`src/rtl/dbus_pkg.sv`:
```
package dbus_pkg;

  // Data bus widths
  localparam int unsigned XLEN     = 32;
  localparam int unsigned MASK_W   = XLEN / 8;   // One enable per byte lane

  // Peripherals are decoded on 4 KiB pages
  localparam int unsigned PAGE_LSB = 12;

  // Request from the core data bus towards a peripheral.
  // The host holds every field stable while req is high.
  typedef struct packed {
    logic              req;     // Four-phase request
    logic              wr;      // 1 = write, 0 = read
    logic [XLEN-1:0]   addr;
    logic [XLEN-1:0]   w_data;
    logic [MASK_W-1:0] mask;    // Byte enables
  } dbus2peri_s;

  // Response from a peripheral back to the data bus
  typedef struct packed {
    logic              ack;     // Held high until req drops
    logic              err;     // Only valid together with ack
    logic [XLEN-1:0]   r_data;  // Zero for writes and errors
  } peri2dbus_s;

endpackage : dbus_pkg

```
`src/rtl/gpio_pkg.sv`:
```
package gpio_pkg;

  // Number of GPIO pins
  localparam int unsigned GPIO_W = 8;

  // Offset and page split follow the bus page size
  localparam int unsigned OFFS_W = dbus_pkg::PAGE_LSB;
  localparam int unsigned PAGE_W = dbus_pkg::XLEN - dbus_pkg::PAGE_LSB;

  // Upper address bits of the GPIO page
  localparam logic [PAGE_W-1:0] GPIO_PAGE = 20'h40000;

  // Register map, byte offsets inside the page
  localparam logic [OFFS_W-1:0] REG_OUT = 12'h000;  // Output value
  localparam logic [OFFS_W-1:0] REG_DIR = 12'h004;  // 1 = pin drives
  localparam logic [OFFS_W-1:0] REG_IN  = 12'h008;  // Synchronized pads, read only
  localparam logic [OFFS_W-1:0] REG_IE  = 12'h00C;  // Interrupt enable
  localparam logic [OFFS_W-1:0] REG_IS  = 12'h010;  // Interrupt status, write 1 to clear

endpackage : gpio_pkg

```
`src/rtl/dbus_decoder.sv`:
```
`timescale 1ns/1ns

module dbus_decoder (
  input  logic                 clk,
  input  logic                 rst_n,

  // Host side
  input  dbus_pkg::dbus2peri_s host_req_i,
  output dbus_pkg::peri2dbus_s host_rsp_o,

  // GPIO block side
  output dbus_pkg::dbus2peri_s gpio_req_o,
  input  dbus_pkg::peri2dbus_s gpio_rsp_i
);

  logic page_hit;     // Request addresses the GPIO page
  logic err_ack_q;    // Ack of the error responder
  logic gpio_sel_q;   // Page of the transaction in flight

  // Page compare on the upper address bits
  assign page_hit =
    (host_req_i.addr[dbus_pkg::XLEN-1:dbus_pkg::PAGE_LSB] == gpio_pkg::GPIO_PAGE);

  // Forward everything, but only raise req towards GPIO on a page match
  always_comb begin
    gpio_req_o     = host_req_i;
    gpio_req_o.req = host_req_i.req & page_hit;
  end

  // Error responder for every other page.
  // Same four-phase timing as a real target: ack follows req by one edge.
  always_ff @(posedge clk) begin
    if (!rst_n) begin
      err_ack_q <= 1'b0;
    end else begin
      err_ack_q <= host_req_i.req & ~page_hit;
    end
  end

  // Remember which side owns the transaction.
  // The host may change addr once req drops, while ack is still high.
  always_ff @(posedge clk) begin
    if (!rst_n) begin
      gpio_sel_q <= 1'b0;
    end else if (host_req_i.req) begin
      gpio_sel_q <= page_hit;
    end
  end

  // Response return
  always_comb begin
    if (gpio_sel_q) begin
      host_rsp_o = gpio_rsp_i;
    end else begin
      host_rsp_o = '{ack: err_ack_q, err: err_ack_q, r_data: '0};
    end
  end

endmodule : dbus_decoder

```
`src/rtl/gpio_regs.sv`:
```
`timescale 1ns/1ns

module gpio_regs (
  input  logic                        clk,
  input  logic                        rst_n,

  // Bus port, already selected by the decoder
  input  dbus_pkg::dbus2peri_s        bus_req_i,
  output dbus_pkg::peri2dbus_s        bus_rsp_o,

  // From the port logic
  input  logic [gpio_pkg::GPIO_W-1:0] pin_state_i,
  input  logic [gpio_pkg::GPIO_W-1:0] rise_i,

  // To pads and port logic
  output logic [gpio_pkg::GPIO_W-1:0] dir_o,
  output logic [gpio_pkg::GPIO_W-1:0] out_o,
  output logic                        irq_o
);

  logic [gpio_pkg::OFFS_W-1:0] offset;
  logic                        start;     // First cycle of a request
  logic                        hit;       // Offset is a known register
  logic                        wr_en;
  logic [gpio_pkg::GPIO_W-1:0] wdata;
  logic [dbus_pkg::XLEN-1:0]   rd_word;

  logic [gpio_pkg::GPIO_W-1:0] out_q;
  logic [gpio_pkg::GPIO_W-1:0] dir_q;
  logic [gpio_pkg::GPIO_W-1:0] ie_q;
  logic [gpio_pkg::GPIO_W-1:0] is_q;
  logic [gpio_pkg::GPIO_W-1:0] ie_d;
  logic [gpio_pkg::GPIO_W-1:0] is_d;
  logic [gpio_pkg::GPIO_W-1:0] is_clr;
  logic                        irq_q;

  logic                        ack_q;
  logic                        err_q;
  logic [dbus_pkg::XLEN-1:0]   rdata_q;

  assign offset = bus_req_i.addr[gpio_pkg::OFFS_W-1:0];
  assign start  = bus_req_i.req & ~ack_q;
  assign wdata  = bus_req_i.w_data[gpio_pkg::GPIO_W-1:0];

  // Registers are one byte wide, so only lane 0 counts
  assign wr_en = start & bus_req_i.wr & bus_req_i.mask[0] & hit;

  // Offset decode and read mux
  always_comb begin
    hit     = 1'b1;
    rd_word = '0;
    case (offset)
      gpio_pkg::REG_OUT: rd_word[gpio_pkg::GPIO_W-1:0] = out_q;
      gpio_pkg::REG_DIR: rd_word[gpio_pkg::GPIO_W-1:0] = dir_q;
      gpio_pkg::REG_IN:  rd_word[gpio_pkg::GPIO_W-1:0] = pin_state_i;
      gpio_pkg::REG_IE:  rd_word[gpio_pkg::GPIO_W-1:0] = ie_q;
      gpio_pkg::REG_IS:  rd_word[gpio_pkg::GPIO_W-1:0] = is_q;
      default:           hit = 1'b0;
    endcase
  end

  // Next IE and IS, a new edge beats a clear in the same cycle
  assign ie_d   = (wr_en && offset == gpio_pkg::REG_IE) ? wdata : ie_q;
  assign is_clr = (wr_en && offset == gpio_pkg::REG_IS) ? wdata : '0;
  assign is_d   = (is_q & ~is_clr) | rise_i;

  always_ff @(posedge clk) begin
    if (!rst_n) begin
      out_q <= '0;
      dir_q <= '0;
      ie_q  <= '0;
      is_q  <= '0;
      irq_q <= 1'b0;
    end else begin
      if (wr_en && offset == gpio_pkg::REG_OUT) out_q <= wdata;
      if (wr_en && offset == gpio_pkg::REG_DIR) dir_q <= wdata;
      ie_q  <= ie_d;
      is_q  <= is_d;
      irq_q <= |(is_d & ie_d);   // Rises on the edge that sets IS
    end
  end

  // Four-phase handshake, ack simply trails req by one edge
  always_ff @(posedge clk) begin
    if (!rst_n) begin
      ack_q <= 1'b0;
      err_q <= 1'b0;
    end else begin
      ack_q <= bus_req_i.req;
      if (start) begin
        err_q <= ~hit;
      end else if (!bus_req_i.req) begin
        err_q <= 1'b0;
      end
    end
  end

  // Read data captured once and held while ack is high
  always_ff @(posedge clk) begin
    if (!rst_n) begin
      rdata_q <= '0;
    end else if (start) begin
      rdata_q <= (hit && !bus_req_i.wr) ? rd_word : '0;
    end
  end

  assign bus_rsp_o = '{ack: ack_q, err: err_q, r_data: rdata_q};
  assign out_o     = out_q;
  assign dir_o     = dir_q;
  assign irq_o     = irq_q;

endmodule : gpio_regs

```
`src/rtl/gpio_port.sv`:
```
`timescale 1ns/1ns

module gpio_port (
  input  logic                        clk,
  input  logic                        rst_n,

  // Raw pad inputs, asynchronous to clk
  input  logic [gpio_pkg::GPIO_W-1:0] gpio_pad_i,

  // Pin direction from the register block, 1 = output
  input  logic [gpio_pkg::GPIO_W-1:0] dir_i,

  output logic [gpio_pkg::GPIO_W-1:0] pin_state_o,
  output logic [gpio_pkg::GPIO_W-1:0] rise_o
);

  logic [gpio_pkg::GPIO_W-1:0] meta_q;   // First synchronizer stage
  logic [gpio_pkg::GPIO_W-1:0] sync_q;   // Second stage, safe to use
  logic [gpio_pkg::GPIO_W-1:0] prev_q;   // Last cycle's synchronized value

  // Two-flop synchronizer per pad.
  // Cleared so that no edge is seen right after reset.
  always_ff @(posedge clk) begin
    if (!rst_n) begin
      meta_q <= '0;
      sync_q <= '0;
    end else begin
      meta_q <= gpio_pad_i;
      sync_q <= meta_q;
    end
  end

  // Previous state for edge detection
  always_ff @(posedge clk) begin
    if (!rst_n) begin
      prev_q <= '0;
    end else begin
      prev_q <= sync_q;
    end
  end

  assign pin_state_o = sync_q;

  // One-cycle pulse on 0 to 1, input pins only
  assign rise_o = sync_q & ~prev_q & ~dir_i;

endmodule : gpio_port

```
`src/rtl/gpio_subsys.sv`:
```
`timescale 1ns/1ns

module gpio_subsys (
  input  logic                        clk,
  input  logic                        rst_n,

  // Data bus from the core
  input  dbus_pkg::dbus2peri_s        host_req_i,
  output dbus_pkg::peri2dbus_s        host_rsp_o,

  // Pads
  input  logic [gpio_pkg::GPIO_W-1:0] gpio_pad_i,
  output logic [gpio_pkg::GPIO_W-1:0] gpio_pad_o,
  output logic [gpio_pkg::GPIO_W-1:0] gpio_oe_o,

  output logic                        irq_o
);

  dbus_pkg::dbus2peri_s        gpio_req;
  dbus_pkg::peri2dbus_s        gpio_rsp;
  logic [gpio_pkg::GPIO_W-1:0] dir;
  logic [gpio_pkg::GPIO_W-1:0] pin_state;
  logic [gpio_pkg::GPIO_W-1:0] rise;

  dbus_decoder u_decoder (
    .clk        (clk),
    .rst_n      (rst_n),
    .host_req_i (host_req_i),
    .host_rsp_o (host_rsp_o),
    .gpio_req_o (gpio_req),
    .gpio_rsp_i (gpio_rsp)
  );

  gpio_regs u_regs (
    .clk         (clk),
    .rst_n       (rst_n),
    .bus_req_i   (gpio_req),
    .bus_rsp_o   (gpio_rsp),
    .pin_state_i (pin_state),
    .rise_i      (rise),
    .dir_o       (dir),
    .out_o       (gpio_pad_o),  // OUT drives the pads directly
    .irq_o       (irq_o)
  );

  gpio_port u_port (
    .clk         (clk),
    .rst_n       (rst_n),
    .gpio_pad_i  (gpio_pad_i),
    .dir_i       (dir),
    .pin_state_o (pin_state),
    .rise_o      (rise)
  );

  assign gpio_oe_o = dir;   // Output enable is DIR

endmodule : gpio_subsys

```
`config.mk`:
```
export PLATFORM = sky130hd
export DESIGN_NAME = gpio_subsys
export DESIGN_NICKNAME = d
export VERILOG_FILES = /design/src/rtl/dbus_pkg.sv /design/src/rtl/gpio_pkg.sv /design/src/rtl/dbus_decoder.sv /design/src/rtl/gpio_regs.sv /design/src/rtl/gpio_port.sv /design/src/rtl/gpio_subsys.sv
export SDC_FILE = /design/constraint.sdc
export NUM_CORES = 1
export LEC_CHECK = 0
export CELL_PAD_IN_SITES_DETAIL_PLACEMENT = 1
export CELL_PAD_IN_SITES_GLOBAL_PLACEMENT = 1
export CORE_ASPECT_RATIO = 2
export CORE_MARGIN = 1
export CORE_UTILIZATION = 39
export DETAILED_ROUTE_END_ITERATION = 16
export DONT_BUFFER_PORTS = 1
export PLACE_DENSITY_LB_ADDON = 0.15
export SYNTH_ARGS = -nofsm -noshare
export SYNTH_HDL_FRONTEND = slang
export SYNTH_SLANG_ARGS = --single-unit
```
`constraint.sdc`:
```
create_clock -name clk -period 4.7 [get_ports clk]
set_clock_uncertainty 0.1 [all_clocks]
set_input_delay 0.705 -clock clk [delete_from_list [all_inputs] [get_ports clk]]
set_output_delay 0.705 -clock clk [all_outputs]
set_load 0.02 [all_outputs]
```
# == Word-level counts from Yosys, hierarchy flattened ==
# Cells that the tools add are included.
# classes
n_bitwise,17
reduce_logical,9
n_addsub,0
multipliers,0
eq_ne,6
div,0
muxes,8
order_cmp,0
shift,0
# op_table
cell,count
8-bit one-hot mux with 5 select lines,1
34-bit two-way mux,1
8-bit bitwise AND,4
12-bit by 4-bit equality test with 1-bit output (second input constant),2
8-bit two-way mux,3
8-bit NOT,3
20-bit by 19-bit equality test with 1-bit output (second input constant),1
12-bit by 3-bit equality test with 1-bit output (second input constant),1
12-bit by 5-bit equality test with 1-bit output (second input constant),1
12-bit logical NOT,1
8-bit OR,1
8-bit OR reduction,1
1-bit bitwise AND,6
1-bit logical AND,5
5-bit OR reduction,1
1-bit two-way mux,3
1-bit NOT,3
2-bit inequality test (second input constant),1
1-bit logical NOT,1
# word_totals
ramBits,0
word_cells,53
regBits,93
n_memories,0
latch_bits,0
romBits,0
input_bits,80

# == Logic depth before layout (Yosys ltp) ==
# Gate-level depths: netlist (run 1).
# depth
ltp_word,13
ltp_mapped,9

# == By module ==
# Synthesis (run 1) repeated with hierarchy kept, for this count alone.
# unflattened
cells_unflattened,405
area_unflattened_um2,3739.8
# modules_own_cells
module,n_inst,area_per_inst_um2,cells_per_inst,seq_area_each_um2
gpio_regs,1,2132.0,223,860.8
dbus_decoder,1,883.3,124,40.0
gpio_port,1,724.4,58,480.5

# == Least setup slack after synthesis (run 1) ==
# OpenSTA, ideal clock, no wires.
# synth_path
path_type,input to register
start,input host_req_i[37] (netlist bit)
end,register u_regs.irq_q (netlist: u_regs.irq_o)
path_slack_ns,2.052
arrival_ns,2.416
t_required_ns,4.468
setup_ns,0.132
stages,9
path_buffers,2
cell_sequence,nor4_4 -> nand3_4 -> nor4b_4 -> and4_1 -> buf_6 -> buf_8 -> a311oi_1 -> nor4_1 -> a21oi_1
# synth_via
elab_chain_len,11
word_cells_on_any_way,17
# synth_rtl
element,line,rtl
start: declaration,gpio_subsys.sv:8,"input dbus_pkg::dbus2peri_s host_req_i,"
"12-bit by 4-bit equality test with 1-bit output, or another cell as far along",gpio_regs.sv:52,case (offset)
5-bit OR reduction (no source line),n/a,
1-bit two-way mux,gpio_regs.sv:52,
1-bit bitwise AND,gpio_regs.sv:46,assign wr_en = start & bus_req_i.wr & bus_req_i.mask[0] & hit;
1-bit logical AND,gpio_regs.sv:64,assign is_clr = (wr_en && offset == gpio_pkg::REG_IS) ? wdata : '0;
8-bit two-way mux,gpio_regs.sv:64,
8-bit NOT,gpio_regs.sv:65,assign is_d = (is_q & ~is_clr) | rise_i;
8-bit bitwise AND,gpio_regs.sv:65,
8-bit OR,gpio_regs.sv:65,
8-bit bitwise AND *,gpio_regs.sv:79,irq_q <= |(is_d & ie_d);
8-bit OR reduction *,gpio_regs.sv:79,
end signal: assignment,gpio_regs.sv:79,
end: declaration,gpio_regs.sv:35,logic irq_q;
# Mark *: on every way between the ends. The rest lies on a longest branch, timed or not.
# A chain may end at the register's enable or synchronous reset.

# == Final worst setup path (run 1) ==
# Ends and elaborated chain as after synthesis.

==> results of run 1 <==
[metrics by stage]
stage | cell area, µm² | hold WS, ps | power [mW]
final | 3400 | 330 | 1.32
after global routing | 3400 | 345 | 1.37
after CTS | 3400 | 333 | 1.34
after detailed placement | 3110 | 320 | 0.665
after global placement | 3110 | 315 | 0.663
after floorplan | 3200 | 312 | 0.675
[area by class of cell]
cell class | instances | area [µm²]
fill | 900 | 4250
multi-input combinational | 220 | 1530
sequential | 69 | 1380
clock buffer | 12 | 246
tap | 94 | 118
clock inverter | 4 | 47.5
timing repair buffer | 6 | 45.0
inverter | 10 | 37.5
[power groups by stage]
stage | clock [mW] | sequential, mW | combinational (mW)
floorplan | 0 | 0.614 | 0.0614
finish | 0.665 | 0.603 | 0.0494
detailed placement | 0 | 0.615 | 0.0495
CTS | 0.683 | 0.603 | 0.0496
global placement | 0 | 0.615 | 0.0483
global route | 0.709 | 0.603 | 0.0552
[registers in the layout, indices dropped and copies added, names as in the netlist]
signal	count
u_port.prev_q	8
u_regs.err_q	1
u_regs.rdata_q	8
u_regs.irq_o	1
u_port.pin_state_o	8
u_decoder.err_ack_q	1
u_port.meta_q	8
u_regs.ie_q	8
u_decoder.gpio_sel_q	1
u_regs.ack_q	1
u_regs.dir_o	8
u_regs.out_o	8
u_regs.is_q	8
[critical path: stages]
cell and delay (ps):
nor4_4 340, nand3_4 170, nor4b_4 270, buf_4 230
and4_1 630, a311oi_1 240, nor4_1 370, a21oi_1 110
[cell usage after synthesis]
cell type	n	area, µm²
nor4b_4	2	47.6
and4_1	2	17.5
a222oi_1	7	70.1
mux2i_1	26	260
conb_1	1	3.75
nor4b_2	1	15.0
o21ai_0	1	5.00
a22oi_1	9	67.6
nor4_2	1	12.5
nor3_2	1	10.0
nand3_4	1	17.5
buf_8	1	15.0
nor3_4	1	16.3
nor4_1	4	25.0
inv_2	1	3.75
dfxtp_1	69	1380
nand3b_2	1	11.3
nand2b_1	1	6.26
nand4_1	1	6.26
and3b_1	1	8.76
nor4_4	1	21.3
clkinv_1	1	3.75
nand2_1	14	52.6
nor2_4	1	11.3
and2_4	1	8.76
inv_1	8	30.0
nand4_4	1	21.3
nor2_2	1	6.26
buf_6	2	22.5
and2_1	32	200
nor4b_1	1	8.76
clkbuf_1	8	30.0
buf_2	1	5.00
buf_4	25	188
or3_1	1	6.26
a2bb2oi_1	1	8.76
nor2_1	35	131
or4_4	2	22.5
a21o_1	7	52.6
a311oi_1	16	140
nor3b_1	10	75.1
and3_1	2	12.5
nor2b_1	1	6.26
a21oi_1	8	40.0
and3_4	1	11.3
[worst max path at each step]
stage	startpoint	endpoint	slack (ps)	cells after the start
detailed placement	host_req_i[37]	u_regs.irq_o$_SDFF_PN0_	1380	8
floorplan	host_req_i[37]	u_regs.irq_o$_SDFF_PN0_	2050	9
global route	host_req_i[37]	u_regs.irq_o$_SDFF_PN0_	1520	8
finish	host_req_i[37]	u_regs.irq_o$_SDFF_PN0_	1730	8
CTS	host_req_i[37]	u_regs.irq_o$_SDFF_PN0_	1720	8
global placement	host_req_i[37]	u_regs.irq_o$_SDFF_PN0_	1400	8
[logic make-up (layout without fill, tap and decap cells)]
family | count (synthesis) | in the layout
multiplexers | 26 | 26
other | 1 | 24
buffers and inverters | 47 | 32
AND/OR/NAND/NOR | 121 | 121
flip-flops | 69 | 69
AO/OA/AOI/OAI | 49 | 49
[metal layers]
layer / track usage [%] / share of wire (%) / up-vias / wire length, µm
met4: 9.97 / 2.4 / 0 / 176
met1: 19.4 / 36 / 1086 / 2720
li1: - / - / 1074 / -
met5: 0 / 0 / - / 0
met3: 5.14 / 6.7 / 11 / 500
met2: 33.6 / 55 / 82 / 4090
==> impl_metrics.toml, run 1 <==
[outcome]
status = "finished clean"

[sta]
period_share_pct = 63.2
min_period_ps = 2970
setup_tns_ps = 0
hold_viol = 0
maxSlewHeadroom_pct = 50.3
worst_pin_slew_ps = 744
rsz0062_at_grt = "false"
setup_ws_ps = 1730
slew_violations = 0
setup_viol = 0
fmax_ghz = 0.337

[cells_and_area]
area_delta_synth_final_pct = 9.23
final_common_cell = "dfxtp_1"
drive_gt1_share_pct = 11.8
diodes = 0
fin_util_pct = 44.5
stdcell_count = 415
nNetsFinal = 396
final_cell_mix = "dfxtp_1, nor2_1, and2_1, mux2i_1, conb_1"

[route]
drcViolationCount = 0
drt_iter0_markers = 95
ant_nets = 0
wl_per_cell_um = 18.0
vias_per_cell = 5.43
dr_total_vias = 2253
wl_um = 7490
dr.pass1.iters = 4

[pwr]
pwr-share-seq_pct = 45.8
p_clk_share_pct = 50.5
internal_power_mw = 1.04
leakagePower_nw = 1.26
p_switching_mw = 0.282
power_frac_comb_pct = 3.8
irDropWorstVdd_v = 0.000346
p_sw_share_pct = 21.4
powerDensity_nw_per_um2 = 387

[clock_tree]
clock-sinks = 69
cts_resized = 0
hold_buffers = 0
cts_setup_buffers = 0
cts-root-buf = "clkbuf_16"
clk_latency_ps = 330
cts_buffer_depth = 2
numCtsBuffers = 9
clkTransAtPathRegs_ps = 60
cts_tree = "built"
htree_levels = 3

[worst_setup_path]
r2r_setup_slack_ps = 2310
ff2ff_path_depth = 5
cp.arrival_ps = 3070
r2r-start = "u_regs.ack_q$_SDFF_PN0_"
crit_path_end_kind = "register"
setup.worst_path.class = "in -> reg"
path_max_fanout = 16
r2r-end = "u_regs.irq_o$_SDFF_PN0_"
cp_data_required_time_ps = 4800
start_kind = "input port"

[synthesis]
synth_adder_area_share_pct = 0
syn_area_per_cell_um2 = 9.96
synthCells = 313
yosysSeqAreaShare_pct = 44.3
synthMuxAreaShare_pct = 8.35
synth_compound_area_share_pct = 12.3
yosysWarnings = 0
synthSimpleGateAreaFrac_pct = 25.3
synth_top_family_by_area = "simple AND/OR/NAND/NOR gates"
synth_seq_cells = 69
syn_area_um2 = 3120
synth_cell_type_count = 45
synth-xor-area-share_pct = 0

[floorplanning]
pin_count = 131
rows = 45
die_w_um = 65.2
core_um2 = 7660
initial_core_util_pct = 40.7
die_h_um = 128
dieArea_um2 = 8370

[worst_hold_path]
holdPathEnd = "u_port.pin_state_o[4]$_SDFF_PN0_"
min_from = "u_port.meta_q[4]$_SDFF_PN0_"
hold_class = "reg -> reg"
hold_path_depth = 1

[placed_design]
numPortBuffers = 0
gp_congestion = 0.761
post-place-cells = 399
place_ws_ps = 1380
dp_hpwl_um = 5290

[global_routing]
antenna_found_initial = 0
overflow = 0
grt_pass1_vias = 2259
grt_pass1_wl_um = 11500
grtUsageTotal_pct = 18.8
grt_max_degree = 43

[job]
drv_cap = 0
No activity file was read; power rests on OpenSTA's default activity.
==> run 2: changes to the inputs <==
Settings changed: ABC_AREA set to 1.
Clock period 4.7 ns to 2.5 ns, I/O delays scaled along.
==> run 2 against run 1 <==
Flip-flop and latch count stayed put. Synthesized area is 4.2% higher. Hold slack worse by 290 ps. Largest power group unchanged.
==> impl_metrics.toml, run 2 <==
[sta]
period_share_pct = 80.5
slew_violations = 0
min_period_ps = 2010
setup_tns_ps = 0
maxSlewHeadroom_pct = 55.8
hold_viol = 0
worst_pin_slew_ps = 660
fmax_ghz = 0.497
rsz0062_at_grt = "false"
setup_viol = 0

[worst_setup_path]
cp.arrival_ps = 1540
cp_slowest_cell = "o21ai_0"
crit_family = "compound AO/OA/AOI/OAI gates"
cpPeakStageDelay_ps = 540
start_kind = "register"
worst-path-buf-inv = 1
cp_data_required_time_ps = 2030
path_cells = "inv_1 -> o21ai_0"
setup.worst_path.class = "reg -> out"
path_max_fanout = 10
crit_path_end_kind = "primary output"

[pwr]
p_sw_share_pct = 23.1
power_frac_comb_pct = 4.5
irDropWorstVdd_v = 0.000437
p_switching_mw = 0.554
p_clk_share_pct = 48.2
internal_power_mw = 1.84
pwr-share-seq_pct = 47.3
powerDensity_nw_per_um2 = 674
leakagePower_nw = 1.69

[global_routing]
grt_max_degree = 36
grtUsageTotal_pct = 20.1
overflow = 0
antenna_found_initial = 0
grt_pass1_vias = 2683
grt_pass1_wl_um = 12800

[cells_and_area]
drive_gt1_share_pct = 9.42
final_area_um2 = 3560
nNetsFinal = 542
final_common_cell = "nand2_1"
diodes = 0
final_cell_mix = "nand2_1, inv_1, dfxtp_1, nor2_1"
area_delta_synth_final_pct = 9.55

[floorplanning]
die_w_um = 66.5
pin_count = 131
die_h_um = 131
core_um2 = 8000
initial_core_util_pct = 40.6
dieArea_um2 = 8720
rows = 46

[route]
wl_per_cell_um = 14.6
wl_um = 8210
drt_iter0_markers = 70
dr.pass1.iters = 4
dr_total_vias = 2746
ant_nets = 0
drcViolationCount = 0
vias_per_cell = 4.88

[synthesis]
yosysSeqAreaShare_pct = 42.5
syn_area_per_cell_um2 = 7.15
yosysWarnings = 0
synthTopCellsByCount = "nand2_1, inv_1, dfxtp_1, nor2_1"
synth-main-ff-cell = "dfxtp_1"
syn_area_um2 = 3250
synth_seq_cells = 69
synth_cell_type_count = 34
synth_edf_count = 0
synthCells = 454
synth_top_area_share_pct = 42.5
synth-async-reset-ratio_pct = 0
yosys.area.top_type = "dfxtp_1"
yosysMostFrequentCell = "nand2_1"
synthTopCellsByArea = "dfxtp_1, nand2_1, inv_1"

[worst_hold_path]
hold_class = "in -> reg"

[clock_tree]
cts_buffer_depth = 2
htree_levels = 3
clock-sinks = 69
cts_setup_buffers = 0
clkTransAtPathRegs_ps = 60
cts-root-buf = "clkbuf_16"
clk_latency_ps = 330
numCtsBuffers = 9
cts_tree = "built"
hold_buffers = 0
cts_resized = 0

[placed_design]
dp_hpwl_um = 6230
numPortBuffers = 0
placed_cell_area_um2 = 3290
gp_congestion = 0.785

[job]
drv_cap = 0

[outcome]
status = "finished clean"
run 2: cell types whose count changed after synthesis, sizes merged, moves of 18 or more:
cell / change
o21ai: +31
nand3: +18
nand2: +104
and2: -33
inv: +64
mux2i: -26
run 2: stage by stage:
step | total power, mW | util (%) | setup slack (ps) | std cells | hold slack, ps
detailed placement | 1.27 | 41.1 | 256 | 547 | 302
global placement | 1.26 | 41.1 | 289 | 547 | 292
CTS | 2.43 | 44.5 | 426 | 563 | 27.8
global route | 2.48 | 44.5 | 377 | 563 | 35.2
floorplan | 1.28 | - | 491 | 477 | 290
finish | 2.40 | 44.5 | 488 | 563 | 39.1
run 2: cells by family (layout without fill, tap and decap cells):
kind of cell           count (synthesis)  after routing  share of synthesized area (%)
buffers and inverters                113            103                           16.5
other                                  1             24                          0.115
DFF                                   69             69                           42.5
and+or+nand+nor                      203            203                           28.7
AOI/OAI and AO/OA                     68             68                           12.2
run 2: power by group through the flow:
stage | registers [mW] | logic, mW | clock network (mW)
after global routing | 1.14 | 0.122 | 1.22
after floorplan | 1.15 | 0.127 | 0
after detailed placement | 1.16 | 0.108 | 0
final | 1.13 | 0.109 | 1.15
after global placement | 1.16 | 0.104 | 0
after CTS | 1.13 | 0.109 | 1.19
run 2: metal layers:
layer	global-route usage (%)	part of all wire (%)
met1	20.3	38
met4	10.6	2.4
met2	38.0	56
met3	3.46	3.8
met5	0	0
run 2: final cells by class:
cell class | instances | area (µm²)
clock buffer | 12 | 246
clock inverter | 4 | 23.8
fill | 1058 | 4440
inverter | 76 | 287
multi-input combinational | 295 | 1420
sequential | 69 | 1380
tap | 96 | 120
timing repair buffer | 11 | 82.6
run 2: path summary, 6_finish.rpt:
kind / depth (start not counted) / startpoint / slack [ps] / end
worst max-delay path: 2 / u_decoder.gpio_sel_q$_SDFFE_PN0P_ / 490 / host_rsp_o[33]
worst min-delay path: 2 / gpio_pad_i[3] / 40 / u_port.meta_q[3]$_SDFF_PN0_
worst max register to register: 11 / u_regs.ack_q$_SDFF_PN0_ / 670 / u_regs.irq_o$_SDFF_PN0_
worst min register to register: 2 / u_port.meta_q[5]$_SDFF_PN0_ / 310 / u_port.pin_state_o[5]$_SDFF_PN0_
run 2: worst reg2reg max path: stages (launching register included):
cell and delay, ps:
dfxtp_1 320, nor2_1 110, nand4_1 180, nor2_4 160
buf_4 200, nand4_1 100, nand2_1 110, nand2_1 70
nand2_1 60, nand2_1 70, nor2_1 150, a21oi_2 70
==> run 3: changes to the inputs <==
Clock period 2.5 ns to 2.01 ns, I/O delays scaled along.
==> run 3 against run 2 <==
Cell area is 6.6% higher. Worst setup slack got worse by 320 ps. Sequential share of layout area fell by 2.4 points. Combinational power up 52%. Sequential power rose by 25%. Critical path type is now reg -> reg. Hold slack lost 31 ps. First-iteration DRC count increased by 56%. Via count grew 3.8%. Cell count grew 4.1%.
==> impl_metrics.toml, run 3 (synthesized netlist as in run 2, its figures left out) <==
[route]
ant_nets = 0
drcViolationCount = 0
wl_per_cell_um = 14.5
vias_per_cell = 4.87
wl_um = 8510
dr_total_vias = 2851
drt_iter0_markers = 109
dr.pass1.iters = 4

[floorplanning]
core_um2 = 8000
die_h_um = 131
initial_core_util_pct = 40.6
pin_count = 131
die_w_um = 66.5
rows = 46
dieArea_um2 = 8720

[sta]
rsz0062_at_grt = "true"
setup_tns_ps = 0
setup_viol = 0
min_period_ps = 1840
worst_pin_slew_ps = 992
hold_ws_ps = 7.85
maxSlewHeadroom_pct = 33.8
period_share_pct = 91.8
hold_viol = 0
slew_violations = 0
fmax_ghz = 0.542

[clock_tree]
clkTransAtPathRegs_ps = 60
cts_buffer_depth = 2
clock-sinks = 69
cts_tree = "built"
numCtsBuffers = 9
clk_latency_ps = 330
htree_levels = 3
cts-root-buf = "clkbuf_16"

[cells_and_area]
nNetsFinal = 565
fill_cells = 1058
fin_util_pct = 47.4
area_delta_synth_final_pct = 16.8
multi_input_area_um2 = 1420
final_area_um2 = 3790
final_common_cell = "nand2_1"
regArea_um2 = 1380
final_cell_mix = "nand2_1, inv_1, dfxtp_1, nor2_1"
drive_gt1_share_pct = 11.6
diodes = 0

[global_routing]
grt_max_degree = 35
overflow = 0
grt_pass1_wl_um = 13400
antenna_found_initial = 0
grtUsageTotal_pct = 21.2
grt_pass1_vias = 2864

[worst_setup_path]
crit_path_end_kind = "register"
setup.worst_path.class = "reg -> reg"
crit_start = "u_regs.ack_q$_SDFF_PN0_"
ff2ff_path_depth = 7
start_kind = "register"
r2r-end = "u_regs.out_o[5]$_SDFFE_PN0P_"
cp_common_cell = "buf_4"
r2r-start = "u_regs.ack_q$_SDFF_PN0_"
r2r_setup_slack_ps = 170
path_max_fanout = 16
cp-endpoint = "u_regs.out_o[5]$_SDFFE_PN0P_"
cp_slowest_cell = "dfxtp_1"
cp_data_required_time_ps = 2150
cp.arrival_ps = 1990
cpPeakStageDelay_ps = 320
path_cells = "nor2_1 -> nand4_1 -> nor2_4 -> buf_4 -> buf_4 -> nand3_2 -> a211oi_1"

[pwr]
p_clk_share_pct = 48.3
leakagePower_nw = 1.80
p_switching_mw = 0.709
irDropWorstVdd_v = 0.000492
p_sw_share_pct = 23.2
power_frac_comb_pct = 5.4
internal_power_mw = 2.34
powerDensity_nw_per_um2 = 804
pwr-share-seq_pct = 46.2
power_mw = 3.05

[placed_design]
gp_congestion = 0.806
dp_hpwl_um = 6400
placed_cell_area_um2 = 3400
numPortBuffers = 0

[outcome]
status = "finished clean"

[job]
drv_cap = 0

[worst_hold_path]
hold_class = "in -> reg"
run 3: layout make-up:
| class | count | share of cell area (%) |
|---|---|---|
| Multi-Input combinational cell | 295 | 37.4 |
| Timing Repair Buffer | 34 | 8.18 |
| Sequential cell | 69 | 36.4 |
| Clock buffer | 12 | 6.76 |
| Tap cell | 96 | 3.17 |
| Inverter | 76 | 7.55 |
| Clock inverter | 4 | 0.593 |
run 3: metrics by stage:
stage | cells | setup WS [ps]
finish | 586 | 166
global route | 586 | -2.35
CTS | 586 | 116
detailed placement | 559 | -78.1
global placement | 559 | -1.77
floorplan | 477 | 74.6
run 3: worst min path at each step:
stage,startpoint,end,slack [ps],cells after the start
2_1_floorplan,u_port.meta_q[0]$_SDFF_PN0_,u_port.pin_state_o[0]$_SDFF_PN0_,290,2
3_3_place_gp,u_port.meta_q[7]$_SDFF_PN0_,u_port.pin_state_o[7]$_SDFF_PN0_,290,2
3_5_place_dp,u_port.meta_q[0]$_SDFF_PN0_,u_port.pin_state_o[0]$_SDFF_PN0_,300,2
4_1_cts,rst_n,u_regs.dir_o[6]$_SDFFE_PN0P_,1,2
5_1_grt,rst_n,u_regs.dir_o[0]$_SDFFE_PN0P_,20,2
6_report,rst_n,u_regs.dir_o[6]$_SDFFE_PN0P_,8,2
run 3: per-layer routing:
| metal | global-route usage [%] | share of wire, % | wire (µm) | vias to the layer above |
|---|---|---|---|---|
| li1 | - | - | - | 1431 |
| met1 | 21.1 | 37 | 3180 | 1317 |
| met2 | 39.5 | 55 | 4690 | 86 |
| met3 | 5.10 | 4.4 | 375 | 17 |
| met4 | 11.1 | 3.1 | 260 | 0 |
| met5 | 0 | 0 | 0 | - |
run 3: timing repair:
item,CTS,global route
setup buffers,0,0
resized for setup,0,1
hold buffers,11,0
setup endpoints to repair,0,2
hold endpoints to repair,29,0
run 3: power groups by stage:
stage          sequential, mW  combinational, mW  clock, mW
2_1_floorplan            1.44              0.157          0
3_3_place_gp             1.44              0.135          0
3_5_place_dp             1.44              0.140          0
4_1_cts                  1.41              0.166       1.51
5_1_grt                  1.41              0.184       1.55
6_report                 1.41              0.166       1.47
run 3: critical path, delay by kind of cell (launching register included):
family / cells / cell delay [ps]
buf+inv: 2 / 310
flops: 1 / 320
simple gates: 4 / 710
compound gates: 1 / 310
